$ cat src/mem_bus_pkg.sv
// ------------------------------
// Avalon-MM master side definitions
// ------------------------------
package mem_bus_pkg;

   // Dword address, bits 31:2 of the byte address
   localparam int AVM_ADDR_W = 30;

   // Data path and lane count
   localparam int AVM_DATA_W = 32;
   localparam int AVM_BE_W   = 4;

   // Burst count, up to 8 beats for a code line
   typedef logic [3:0] avm_burst_t;

   // ------------------------------
   // Master FSM states
   // ------------------------------
   // IDLE issues the command phase of every request
   // WRITE carries the second dword of a write burst
   // READ and READ_CODE wait for the returned beats
   typedef enum logic [1:0] {
      IDLE      = 2'd0,
      WRITE     = 2'd1,
      READ      = 2'd2,
      READ_CODE = 2'd3
   } mem_state_t;

endpackage

$ cat src/mem_req_pkg.sv
// ------------------------------
// Requester side definitions
// ------------------------------
package mem_req_pkg;

   // Winning request after arbitration
   typedef enum logic [1:0] {
      NONE  = 2'd0,
      WRITE = 2'd1,
      READ  = 2'd2,
      CODE  = 2'd3
   } req_kind_t;

   // Dword count of a burst, 1 to 3
   typedef logic [1:0] dword_len_t;

   // Byte count of a data read
   typedef logic [3:0] byte_len_t;

   // Decoded command, everything the bus sequencer needs
   typedef struct packed {
      req_kind_t                                kind;
      logic [mem_bus_pkg::AVM_ADDR_W-1:0]       addr_0;
      logic [mem_bus_pkg::AVM_ADDR_W-1:0]       addr_1;
      logic [mem_bus_pkg::AVM_BE_W-1:0]         be_0;
      logic [mem_bus_pkg::AVM_BE_W-1:0]         be_1;
      logic [mem_bus_pkg::AVM_DATA_W-1:0]       wdata_0;
      // Upper 8 bits always zero
      logic [mem_bus_pkg::AVM_DATA_W-1:0]       wdata_1;
      mem_bus_pkg::avm_burst_t                  burst;
      dword_len_t                               dword_len;
   } mem_cmd_t;

endpackage

$ cat src/mem_cmd_if.sv
`timescale 1ns/1ps

// ------------------------------
// Decode -> execute -> result link
// ------------------------------
interface mem_cmd_if;

   // Decoded request, combinational and always valid
   mem_req_pkg::mem_cmd_t cmd;

   // Read beat stream out of the sequencer
   logic                                 beat_valid;
   // Counts down, 0 on the last beat
   logic [2:0]                           beat_index;
   logic [mem_bus_pkg::AVM_DATA_W-1:0]   beat_data;
   // Dword length latched when the read was accepted
   mem_req_pkg::dword_len_t              beat_len;

   // Decode stage
   modport dec (
      output cmd
   );

   // Bus sequencer
   modport exe (
      input  cmd,
      output beat_valid,
      output beat_index,
      output beat_data,
      output beat_len
   );

   // Read data assembly
   modport res (
      input  beat_valid,
      input  beat_index,
      input  beat_data,
      input  beat_len
   );

endinterface

$ cat src/avalon_burst_exec.sv
`timescale 1ns/1ps

module avalon_burst_exec #(
   parameter int CODE_BEATS = 8
) (
   input  logic                                  clk,
   input  logic                                  rst_n,

   // Decoded command in, beat stream out
   mem_cmd_if.exe                                cmd,

   // Avalon slave response
   input  logic                                  avm_waitrequest,
   input  logic                                  avm_readdatavalid,
   input  logic [mem_bus_pkg::AVM_DATA_W-1:0]    avm_readdata,

   // Avalon master command
   output logic [31:2]                           avm_address,
   output logic [mem_bus_pkg::AVM_DATA_W-1:0]    avm_writedata,
   output logic [mem_bus_pkg::AVM_BE_W-1:0]      avm_byteenable,
   output mem_bus_pkg::avm_burst_t               avm_burstcount,
   output logic                                  avm_write,
   output logic                                  avm_read,

   // Completion strobes
   output logic                                  writeburst_done,
   output logic                                  readburst_done,
   output logic                                  readcode_done
);

   // Beat counter start for a code line
   localparam logic [2:0] CODE_LAST = 3'(CODE_BEATS - 1);

   mem_bus_pkg::mem_state_t               state;
   logic [2:0]                            counter;
   mem_req_pkg::dword_len_t               rd_len;

   // Second write dword, held across the WRITE phase
   logic [mem_bus_pkg::AVM_ADDR_W-1:0]    wr_addr_next;
   logic [mem_bus_pkg::AVM_DATA_W-1:0]    wr_data_next;
   logic [mem_bus_pkg::AVM_BE_W-1:0]      wr_be_next;

   logic                                  in_idle;
   logic                                  is_write;
   logic                                  is_read;
   logic                                  is_code;

   assign in_idle  = (state == mem_bus_pkg::IDLE);
   assign is_write = (cmd.cmd.kind == mem_req_pkg::WRITE);
   assign is_read  = (cmd.cmd.kind == mem_req_pkg::READ);
   assign is_code  = (cmd.cmd.kind == mem_req_pkg::CODE);

   // ------------------------------
   // Avalon command phase
   // ------------------------------
   // IDLE shows the live command, WRITE the saved second dword
   assign avm_address    = (state == mem_bus_pkg::WRITE) ? wr_addr_next : cmd.cmd.addr_0;
   assign avm_writedata  = (state == mem_bus_pkg::WRITE) ? wr_data_next : cmd.cmd.wdata_0;
   assign avm_byteenable = (state == mem_bus_pkg::WRITE) ? wr_be_next : cmd.cmd.be_0;
   assign avm_burstcount = (state == mem_bus_pkg::WRITE) ? 4'd1 : cmd.cmd.burst;

   assign avm_write = (in_idle && is_write) || (state == mem_bus_pkg::WRITE);
   assign avm_read  = in_idle && (is_read || is_code);

   // ------------------------------
   // Done strobes
   // ------------------------------
   // Write is done once its first dword is taken
   assign writeburst_done = in_idle && is_write && !avm_waitrequest;
   assign readburst_done  = (state == mem_bus_pkg::READ) && (counter == 3'd0)
                            && avm_readdatavalid;
   // One strobe per code beat
   assign readcode_done   = (state == mem_bus_pkg::READ_CODE) && avm_readdatavalid;

   // Data burst beats to the result stage
   assign cmd.beat_valid = (state == mem_bus_pkg::READ) && avm_readdatavalid;
   assign cmd.beat_index = counter;
   assign cmd.beat_data  = avm_readdata;
   assign cmd.beat_len   = rd_len;

   // ------------------------------
   // Master FSM
   // ------------------------------
   always_ff @(posedge clk) begin
      if (!rst_n) begin
         state   <= mem_bus_pkg::IDLE;
         counter <= 3'd0;
         rd_len  <= 2'd0;
      end else begin
         case (state)
            mem_bus_pkg::IDLE: begin
               // Nothing moves while the slave stalls
               if (!avm_waitrequest) begin
                  if (is_write) begin
                     if (cmd.cmd.dword_len > 2'd1) begin
                        state <= mem_bus_pkg::WRITE;
                     end
                  end else if (is_read) begin
                     state   <= mem_bus_pkg::READ;
                     counter <= {1'b0, cmd.cmd.dword_len} - 3'd1;
                     rd_len  <= cmd.cmd.dword_len;
                  end else if (is_code) begin
                     state   <= mem_bus_pkg::READ_CODE;
                     counter <= CODE_LAST;
                  end
               end
            end
            mem_bus_pkg::WRITE: begin
               if (!avm_waitrequest) begin
                  state <= mem_bus_pkg::IDLE;
               end
            end
            default: begin
               // READ and READ_CODE count beats down to 0
               if (avm_readdatavalid) begin
                  counter <= counter - 3'd1;
                  if (counter == 3'd0) begin
                     state <= mem_bus_pkg::IDLE;
                  end
               end
            end
         endcase
      end
   end

   // Second dword captured with the first one
   always_ff @(posedge clk) begin
      if (in_idle && is_write && !avm_waitrequest) begin
         wr_addr_next <= cmd.cmd.addr_1;
         wr_data_next <= cmd.cmd.wdata_1;
         wr_be_next   <= cmd.cmd.be_1;
      end
   end

endmodule

$ cat src/avalon_mem.sv
`timescale 1ns/1ps

module avalon_mem #(
   // Code line length in dwords, 4 or 8
   parameter int CODE_BEATS = 8
) (
   input  logic          clk,
   input  logic          rst_n,

   // Write burst requester
   input  logic          writeburst_do,
   output logic          writeburst_done,
   input  logic [31:0]   writeburst_address,
   input  logic [1:0]    writeburst_dword_length,
   input  logic [3:0]    writeburst_byteenable_0,
   input  logic [3:0]    writeburst_byteenable_1,
   input  logic [55:0]   writeburst_data,

   // Read burst requester
   input  logic          readburst_do,
   output logic          readburst_done,
   input  logic [31:0]   readburst_address,
   input  logic [1:0]    readburst_dword_length,
   input  logic [3:0]    readburst_byte_length,
   output logic [95:0]   readburst_data,

   // Code line requester
   input  logic          readcode_do,
   output logic          readcode_done,
   input  logic [31:0]   readcode_address,
   output logic [31:0]   readcode_partial,

   // Avalon-MM master
   output logic [31:2]   avm_address,
   output logic [31:0]   avm_writedata,
   output logic [3:0]    avm_byteenable,
   output logic [3:0]    avm_burstcount,
   output logic          avm_write,
   output logic          avm_read,
   input  logic          avm_waitrequest,
   input  logic          avm_readdatavalid,
   input  logic [31:0]   avm_readdata
);

   mem_cmd_if link ();

   // ------------------------------
   // Decode, combinational
   // ------------------------------
   mem_req_decode #(
      .CODE_BEATS (CODE_BEATS)
   ) u_decode (
      .writeburst_do           (writeburst_do),
      .writeburst_address      (writeburst_address),
      .writeburst_dword_length (writeburst_dword_length),
      .writeburst_byteenable_0 (writeburst_byteenable_0),
      .writeburst_byteenable_1 (writeburst_byteenable_1),
      .writeburst_data         (writeburst_data),
      .readburst_do            (readburst_do),
      .readburst_address       (readburst_address),
      .readburst_dword_length  (readburst_dword_length),
      .readburst_byte_length   (readburst_byte_length),
      .readcode_do             (readcode_do),
      .readcode_address        (readcode_address),
      .cmd                     (link.dec)
   );

   // ------------------------------
   // Bus sequencer
   // ------------------------------
   avalon_burst_exec #(
      .CODE_BEATS (CODE_BEATS)
   ) u_exec (
      .clk               (clk),
      .rst_n             (rst_n),
      .cmd               (link.exe),
      .avm_waitrequest   (avm_waitrequest),
      .avm_readdatavalid (avm_readdatavalid),
      .avm_readdata      (avm_readdata),
      .avm_address       (avm_address),
      .avm_writedata     (avm_writedata),
      .avm_byteenable    (avm_byteenable),
      .avm_burstcount    (avm_burstcount),
      .avm_write         (avm_write),
      .avm_read          (avm_read),
      .writeburst_done   (writeburst_done),
      .readburst_done    (readburst_done),
      .readcode_done     (readcode_done)
   );

   // Read data assembly
   read_result_assemble u_result (
      .clk              (clk),
      .rst_n            (rst_n),
      .beat             (link.res),
      .readburst_data   (readburst_data),
      .readcode_partial (readcode_partial)
   );

endmodule

$ cat src/mem_req_decode.sv
`timescale 1ns/1ps

module mem_req_decode #(
   parameter int CODE_BEATS = 8
) (
   // Write request
   input  logic                      writeburst_do,
   input  logic [31:0]               writeburst_address,
   input  mem_req_pkg::dword_len_t   writeburst_dword_length,
   input  logic [3:0]                writeburst_byteenable_0,
   input  logic [3:0]                writeburst_byteenable_1,
   input  logic [55:0]               writeburst_data,

   // Data read request
   input  logic                      readburst_do,
   input  logic [31:0]               readburst_address,
   input  mem_req_pkg::dword_len_t   readburst_dword_length,
   input  mem_req_pkg::byte_len_t    readburst_byte_length,

   // Code line request
   input  logic                      readcode_do,
   input  logic [31:0]               readcode_address,

   // Decoded command out
   mem_cmd_if.dec                    cmd
);

   mem_req_pkg::mem_cmd_t               dec_cmd;
   mem_req_pkg::req_kind_t              kind;
   logic [1:0]                          rd_offset;
   logic [mem_bus_pkg::AVM_BE_W-1:0]    read_be;

   // ------------------------------
   // Arbitration
   // ------------------------------
   // Write first, then data read, then code
   always_comb begin
      if (writeburst_do) begin
         kind = mem_req_pkg::WRITE;
      end else if (readburst_do) begin
         kind = mem_req_pkg::READ;
      end else if (readcode_do) begin
         kind = mem_req_pkg::CODE;
      end else begin
         kind = mem_req_pkg::NONE;
      end
   end

   // ------------------------------
   // Read lane selection
   // ------------------------------
   assign rd_offset = readburst_address[1:0];

   // Lanes start at the byte offset
   // Anything crossing a dword edge reads all four lanes
   always_comb begin
      case (readburst_byte_length)
         4'd1: read_be = 4'b0001 << rd_offset;
         4'd2: read_be = (rd_offset <= 2'd2) ? (4'b0011 << rd_offset) : 4'b1111;
         4'd3: read_be = (rd_offset <= 2'd1) ? (4'b0111 << rd_offset) : 4'b1111;
         default: read_be = 4'b1111;
      endcase
   end

   // ------------------------------
   // Command fields
   // ------------------------------
   always_comb begin
      dec_cmd.kind    = kind;
      // Second dword of a write lands one dword up
      dec_cmd.addr_1  = writeburst_address[31:2] + 30'd1;
      dec_cmd.be_1    = writeburst_byteenable_1;
      dec_cmd.wdata_0 = writeburst_data[31:0];
      // Only 24 bits remain for the second word
      dec_cmd.wdata_1 = {8'd0, writeburst_data[55:32]};

      case (kind)
         mem_req_pkg::WRITE: begin
            dec_cmd.addr_0    = writeburst_address[31:2];
            dec_cmd.be_0      = writeburst_byteenable_0;
            // Each write dword goes out as its own transfer
            dec_cmd.burst     = 4'd1;
            dec_cmd.dword_len = writeburst_dword_length;
         end
         mem_req_pkg::READ: begin
            dec_cmd.addr_0    = readburst_address[31:2];
            dec_cmd.be_0      = read_be;
            dec_cmd.burst     = {2'b00, readburst_dword_length};
            dec_cmd.dword_len = readburst_dword_length;
         end
         default: begin
            // Code line, also the idle default
            dec_cmd.addr_0    = readcode_address[31:2];
            dec_cmd.be_0      = 4'b1111;
            dec_cmd.burst     = mem_bus_pkg::avm_burst_t'(CODE_BEATS);
            dec_cmd.dword_len = 2'd0;
         end
      endcase
   end

   assign cmd.cmd = dec_cmd;

endmodule

$ cat src/read_result_assemble.sv
`timescale 1ns/1ps

module read_result_assemble (
   input  logic                                    clk,
   input  logic                                    rst_n,

   // Beat stream from the sequencer
   mem_cmd_if.res                                  beat,

   // Assembled data burst
   output logic [3*mem_bus_pkg::AVM_DATA_W-1:0]    readburst_data,
   // Live code beat
   output logic [mem_bus_pkg::AVM_DATA_W-1:0]      readcode_partial
);

   // Earlier beats of a data burst, named by beat index
   logic [mem_bus_pkg::AVM_DATA_W-1:0]    word_1;
   logic [mem_bus_pkg::AVM_DATA_W-1:0]    word_2;

   // ------------------------------
   // Beat capture
   // ------------------------------
   // Index 0 is never stored, it is the live beat at done
   always_ff @(posedge clk) begin
      if (!rst_n) begin
         word_1 <= '0;
         word_2 <= '0;
      end else if (beat.beat_valid) begin
         if (beat.beat_index == 3'd2) begin
            word_2 <= beat.beat_data;
         end
         if (beat.beat_index == 3'd1) begin
            word_1 <= beat.beat_data;
         end
      end
   end

   // ------------------------------
   // Output assembly
   // ------------------------------
   // First dword returned ends up in the lowest word used
   // Unused upper words repeat the live beat
   always_comb begin
      case (beat.beat_len)
         2'd1: readburst_data = {beat.beat_data, beat.beat_data, beat.beat_data};
         2'd2: readburst_data = {beat.beat_data, beat.beat_data, word_1};
         default: readburst_data = {beat.beat_data, word_1, word_2};
      endcase
   end

   // Code beats go straight through
   assign readcode_partial = beat.beat_data;

endmodule

$ cat config.mk
export PLATFORM = sky130hd
export DESIGN_NAME = avalon_mem
export DESIGN_NICKNAME = d
export VERILOG_FILES = /design/src/mem_bus_pkg.sv /design/src/mem_req_pkg.sv /design/src/mem_cmd_if.sv /design/src/avalon_burst_exec.sv /design/src/avalon_mem.sv /design/src/mem_req_decode.sv /design/src/read_result_assemble.sv
export SDC_FILE = /design/constraint.sdc
export NUM_CORES = 1
export LEC_CHECK = 0
export ABC_AREA = 1
export BUFFER_PORTS_ARGS = -buffer_cell sky130_fd_sc_hd__buf_2
export CAP_MARGIN = 10
export CORE_AREA = 3 3 171 215
export CTS_CLUSTER_SIZE = 25
export DETAILED_ROUTE_END_ITERATION = 10
export DIE_AREA = 0 0 174 218
export SYNTH_ARGS = -nofsm -noshare
export SYNTH_HDL_FRONTEND = slang
export SYNTH_HIERARCHICAL = 1
export SYNTH_SLANG_ARGS = --single-unit
$ cat constraint.sdc
create_clock -name clk -period 4.73 [get_ports clk]
set_input_delay 0.473 -clock clk [delete_from_list [all_inputs] [get_ports clk]]
set_output_delay 0.473 -clock clk [all_outputs]
set_load 0.02 [all_outputs]
==> results by group <==
STA
  • Final setup fails: 0
  • RSZ-0062 raised after global routing: false
  • Max Clock Freq: 275 MHz
  • Fin. max-slew vios: 0
  • Min cycle time layout: 3.63 ns
  • Final hold vios: 0
  • Worst-margin pin slew: between 1 and 1.5 ns
  • Setup TNS: 0 ns
  • Period utilization: 76.8%
  • Clock skew after layout: approximately 0.011 ns
  • Slew margin rel.: 27.5%
  • Final worst setup slack: 1.10 ns

Critical path
  • Crit path cell chain: buf_2 > a21oi_1 > ha_1 > clkinv_1 > buf_4 > nand2_1 > o211ai_1 > nand2_1 > nand2_1 > buf_2
  • Worst-path fanout max: 41
  • Worst endpoint required time: 4.26 ns
  • FF-to-FF path depth: 5
  • Worst EP arrival: 3.16 ns
  • R2R Path End: u_exec/wr_data_next[24]
  • Critical Path End Type: output port
  • CP most frequent cell: nand2_1
  • Crit path launch type: primary input
  • Critical R2R Launch: u_exec/state[1]
  • Register-to-register setup slack: 2.58 ns
  • WS Path Type: primary input to output port
  • Critical Path Max Stage Delay: 0.49 ns
  • CP max-delay cell: nand2_1

Clock network
  • TritonCTS Buffers: 17
  • TritonCTS clock tree: built
  • Post-CTS Repair Setup Buffers: 0
  • Clock sink count: 137
  • Cts hold-fix bufs: 0
  • Register clock-pin slew on the reported worst setup and hold paths: 0.07 ns
  • Root Buffer: clkbuf_16
  • Skew-Pair Late Insertion Delay: between 0.4 and 0.5 ns
  • H-Tree Depth: 4
  • Clk buf depth: 2
  • Post-cts resize count: 0

Power and ir drop
  • Total power: between 4000 and 5000 uW
  • VDD IR max: 0.000155 V
  • LEAKAGE: 0.00602 uW
  • Pwr dens: 348 nW/um^2

GRT
  • Global-route wire length before repair: around 50 mm
  • Vias in the first global route: 9720
  • Gr ovfl total: 0
  • Initial antenna violation count: 2
  • Largest net degree at the start of global routing: 71
  • Total GRT Usage: roughly 17%

Drt
  • Number of detailed-route iterations in the first pass: 5
  • Routed vias: about 10000
  • Iter 0 DRT Violations: 628
  • Via density: 4.60
  • Wirelength per Cell: between 10 and 15 um
  • DRC viols: 0
  • Final wirelength: about 33 mm
  • Antenna Nets Post-Route: 0

Yosys
  • Mux cell area share after synthesis: 0%
  • Post-synth design cell area: 10400 sq um
  • Post-synthesis xor/xnor area fraction: 1.35%
  • Flops & latches, synth: 137
  • Main combinational cell family by area after synthesis: simple AND/OR/NAND/NOR gates
  • Synth unique cells: 35
  • Simple-Gate Fraction of Synth Area: a little under 40%
  • Ys Warns: 6
  • Cells after Synth: 1561
  • Post-synthesis compound-gate area fraction: 5.55%
  • Mean Syn Cell Area: ~6.7 sq um
  • Post-Synth Adder-Cell Area: 1.92%
  • Register area share after synthesis: 32.7%

Run status
  • Status: finished clean

Die
  • Row count: 77
  • Die W: 174 um
  • Die extent in y: 218 um
  • Initial Util: 29.7%
  • Core area: 35100 sq um
  • DIE AREA: around 38000 sq um
  • I/O pins: 410

Place
  • Final RePlAce weighted congestion: 0.855
  • Detailed-placement wirelength estimate: 24.4 mm
  • PortBufs: around 400
  • DP Worst Slack: 1.11 ns

Hold path
  • Hold path depth: 1
  • Hold Startpoint: writeburst_byteenable_1[2]
  • Min-Delay Endpoint: u_exec/wr_be_next[2]
  • Hold Crit Class: primary input to flop

Finish
  • Commonest non-fill, non-tap cell in the layout: nand2_1
  • Final nets: 1986
  • Share of post-route cells with drive strength above 1: 29.2%
  • # diodes: 0
  • Fillers: roughly 4000
  • P&R area growth vs syn: 16.4%
  • Commonest non-fill, non-tap cells in the layout: 512 x nand2_1, 404 x buf_2, 217 x nor2_1

Flow run
  • Max_cap viols: 0
[metal layers]
layer / wire length, um / share of wire [%] / GRT usage [%] / up-vias
met1: 13000 / 39 / 19.1 / 4671
met2: 16400 / 50 / 30.6 / 473
met5: 27 / 0.082 / 0 / -
met3: 2700 / 8.2 / 3.97 / 39
met4: 824 / 2.5 / 6.71 / 4
li1: - / - / - / 5159
[how the worst max path moves through the flow]
stage	start	to	cells after the start
floorplan	writeburst_do	u_exec/wr_addr_next[0]	7
global placement	writeburst_do	avm_address[31]	10
detailed placement	writeburst_do	avm_address[23]	10
CTS	writeburst_do	avm_address[23]	10
global route	writeburst_do	avm_address[31]	10
finish	writeburst_do	avm_address[23]	10
[logic make-up (layout without fill, tap and decap cells)]
group | after synthesis | in the layout
simple gates | 941 | 941
buf+inv | 346 | 553
flops | 137 | 137
compound gates | 104 | 104
fa+ha+maj | 16 | 16
xor+xnor | 16 | 16
other cells | 1 | 9
[area by class of cell]
cell class                 count  area [sq um]  area share [%]
clock inverter                11           121            1.00
inverter                     101           379            3.13
tap                          474           593            4.89
sequential                   137          3400            28.1
clock buffer                  21           463            3.82
timing repair buffer         420          2140            17.7
multi-input combinational   1086          5030            41.4
[critical path: cells and delay by family]
kind                       cells  cell delay (ns)
and+or+nand+nor                3             0.73
AOI/OAI and AO/OA              2             0.78
buffers and inverters          4             0.81
adders and majority gates      1             0.34
[per-stage QoR]
| stage | utilization [%] | instances | hold WS, ns | area, sq um |
|---|---|---|---|---|
| finish | 34.6 | 2250 | 0.211 | 12100 |
| CTS | 34.6 | 2250 | 0.175 | 12100 |
| floorplan | - | 1569 | 0.454 | 10400 |
| global route | 34.6 | 2250 | 0.183 | 12100 |
| detailed placement | 32.9 | 2218 | 0.472 | 11500 |
| global placement | 32.9 | 2218 | 0.462 | 11500 |
[sequential cells by signal, summed over array words and instances (netlist names)]
register and flops:
u_result/word_2 32, u_exec/wr_be_next 4, u_exec/wr_addr_next 30, u_result/word_1 32, u_exec/cmd.beat_len 2, u_exec/cmd.beat_index 3, u_exec/state 2, u_exec/wr_data_next 32
[power breakdown]
part           switching (uW)  leakage (uW)  internal (uW)
Combinational            1050       0.00456            442
Sequential               47.9       0.00118           1340
Clock                     537      0.000281            808
Total                    1640       0.00602           2590
[synth_stat cells, drive strengths merged]
master	instances	share of area [%]
dfxtp	71	14
nand2	516	19
and3	1	0.060
inv	100	3.6
buf	222	15
a221oi	2	0.17
xor2	14	1.2
or2	2	0.12
nand4	7	0.42
o211ai	18	1.3
a21oi	77	3.7
xnor2	2	0.17
o21ai	5	0.24
nand3	176	10
nand3b	1	0.072
clkinv	1	0.036
a22oi	1	0.072
ha	16	1.9
edfxtp	66	19
conb	1	0.036
o21bai	1	0.072
nor2	238	9.4
clkbuf	23	0.83
Note: power is estimated with default switching activity, not from simulation.
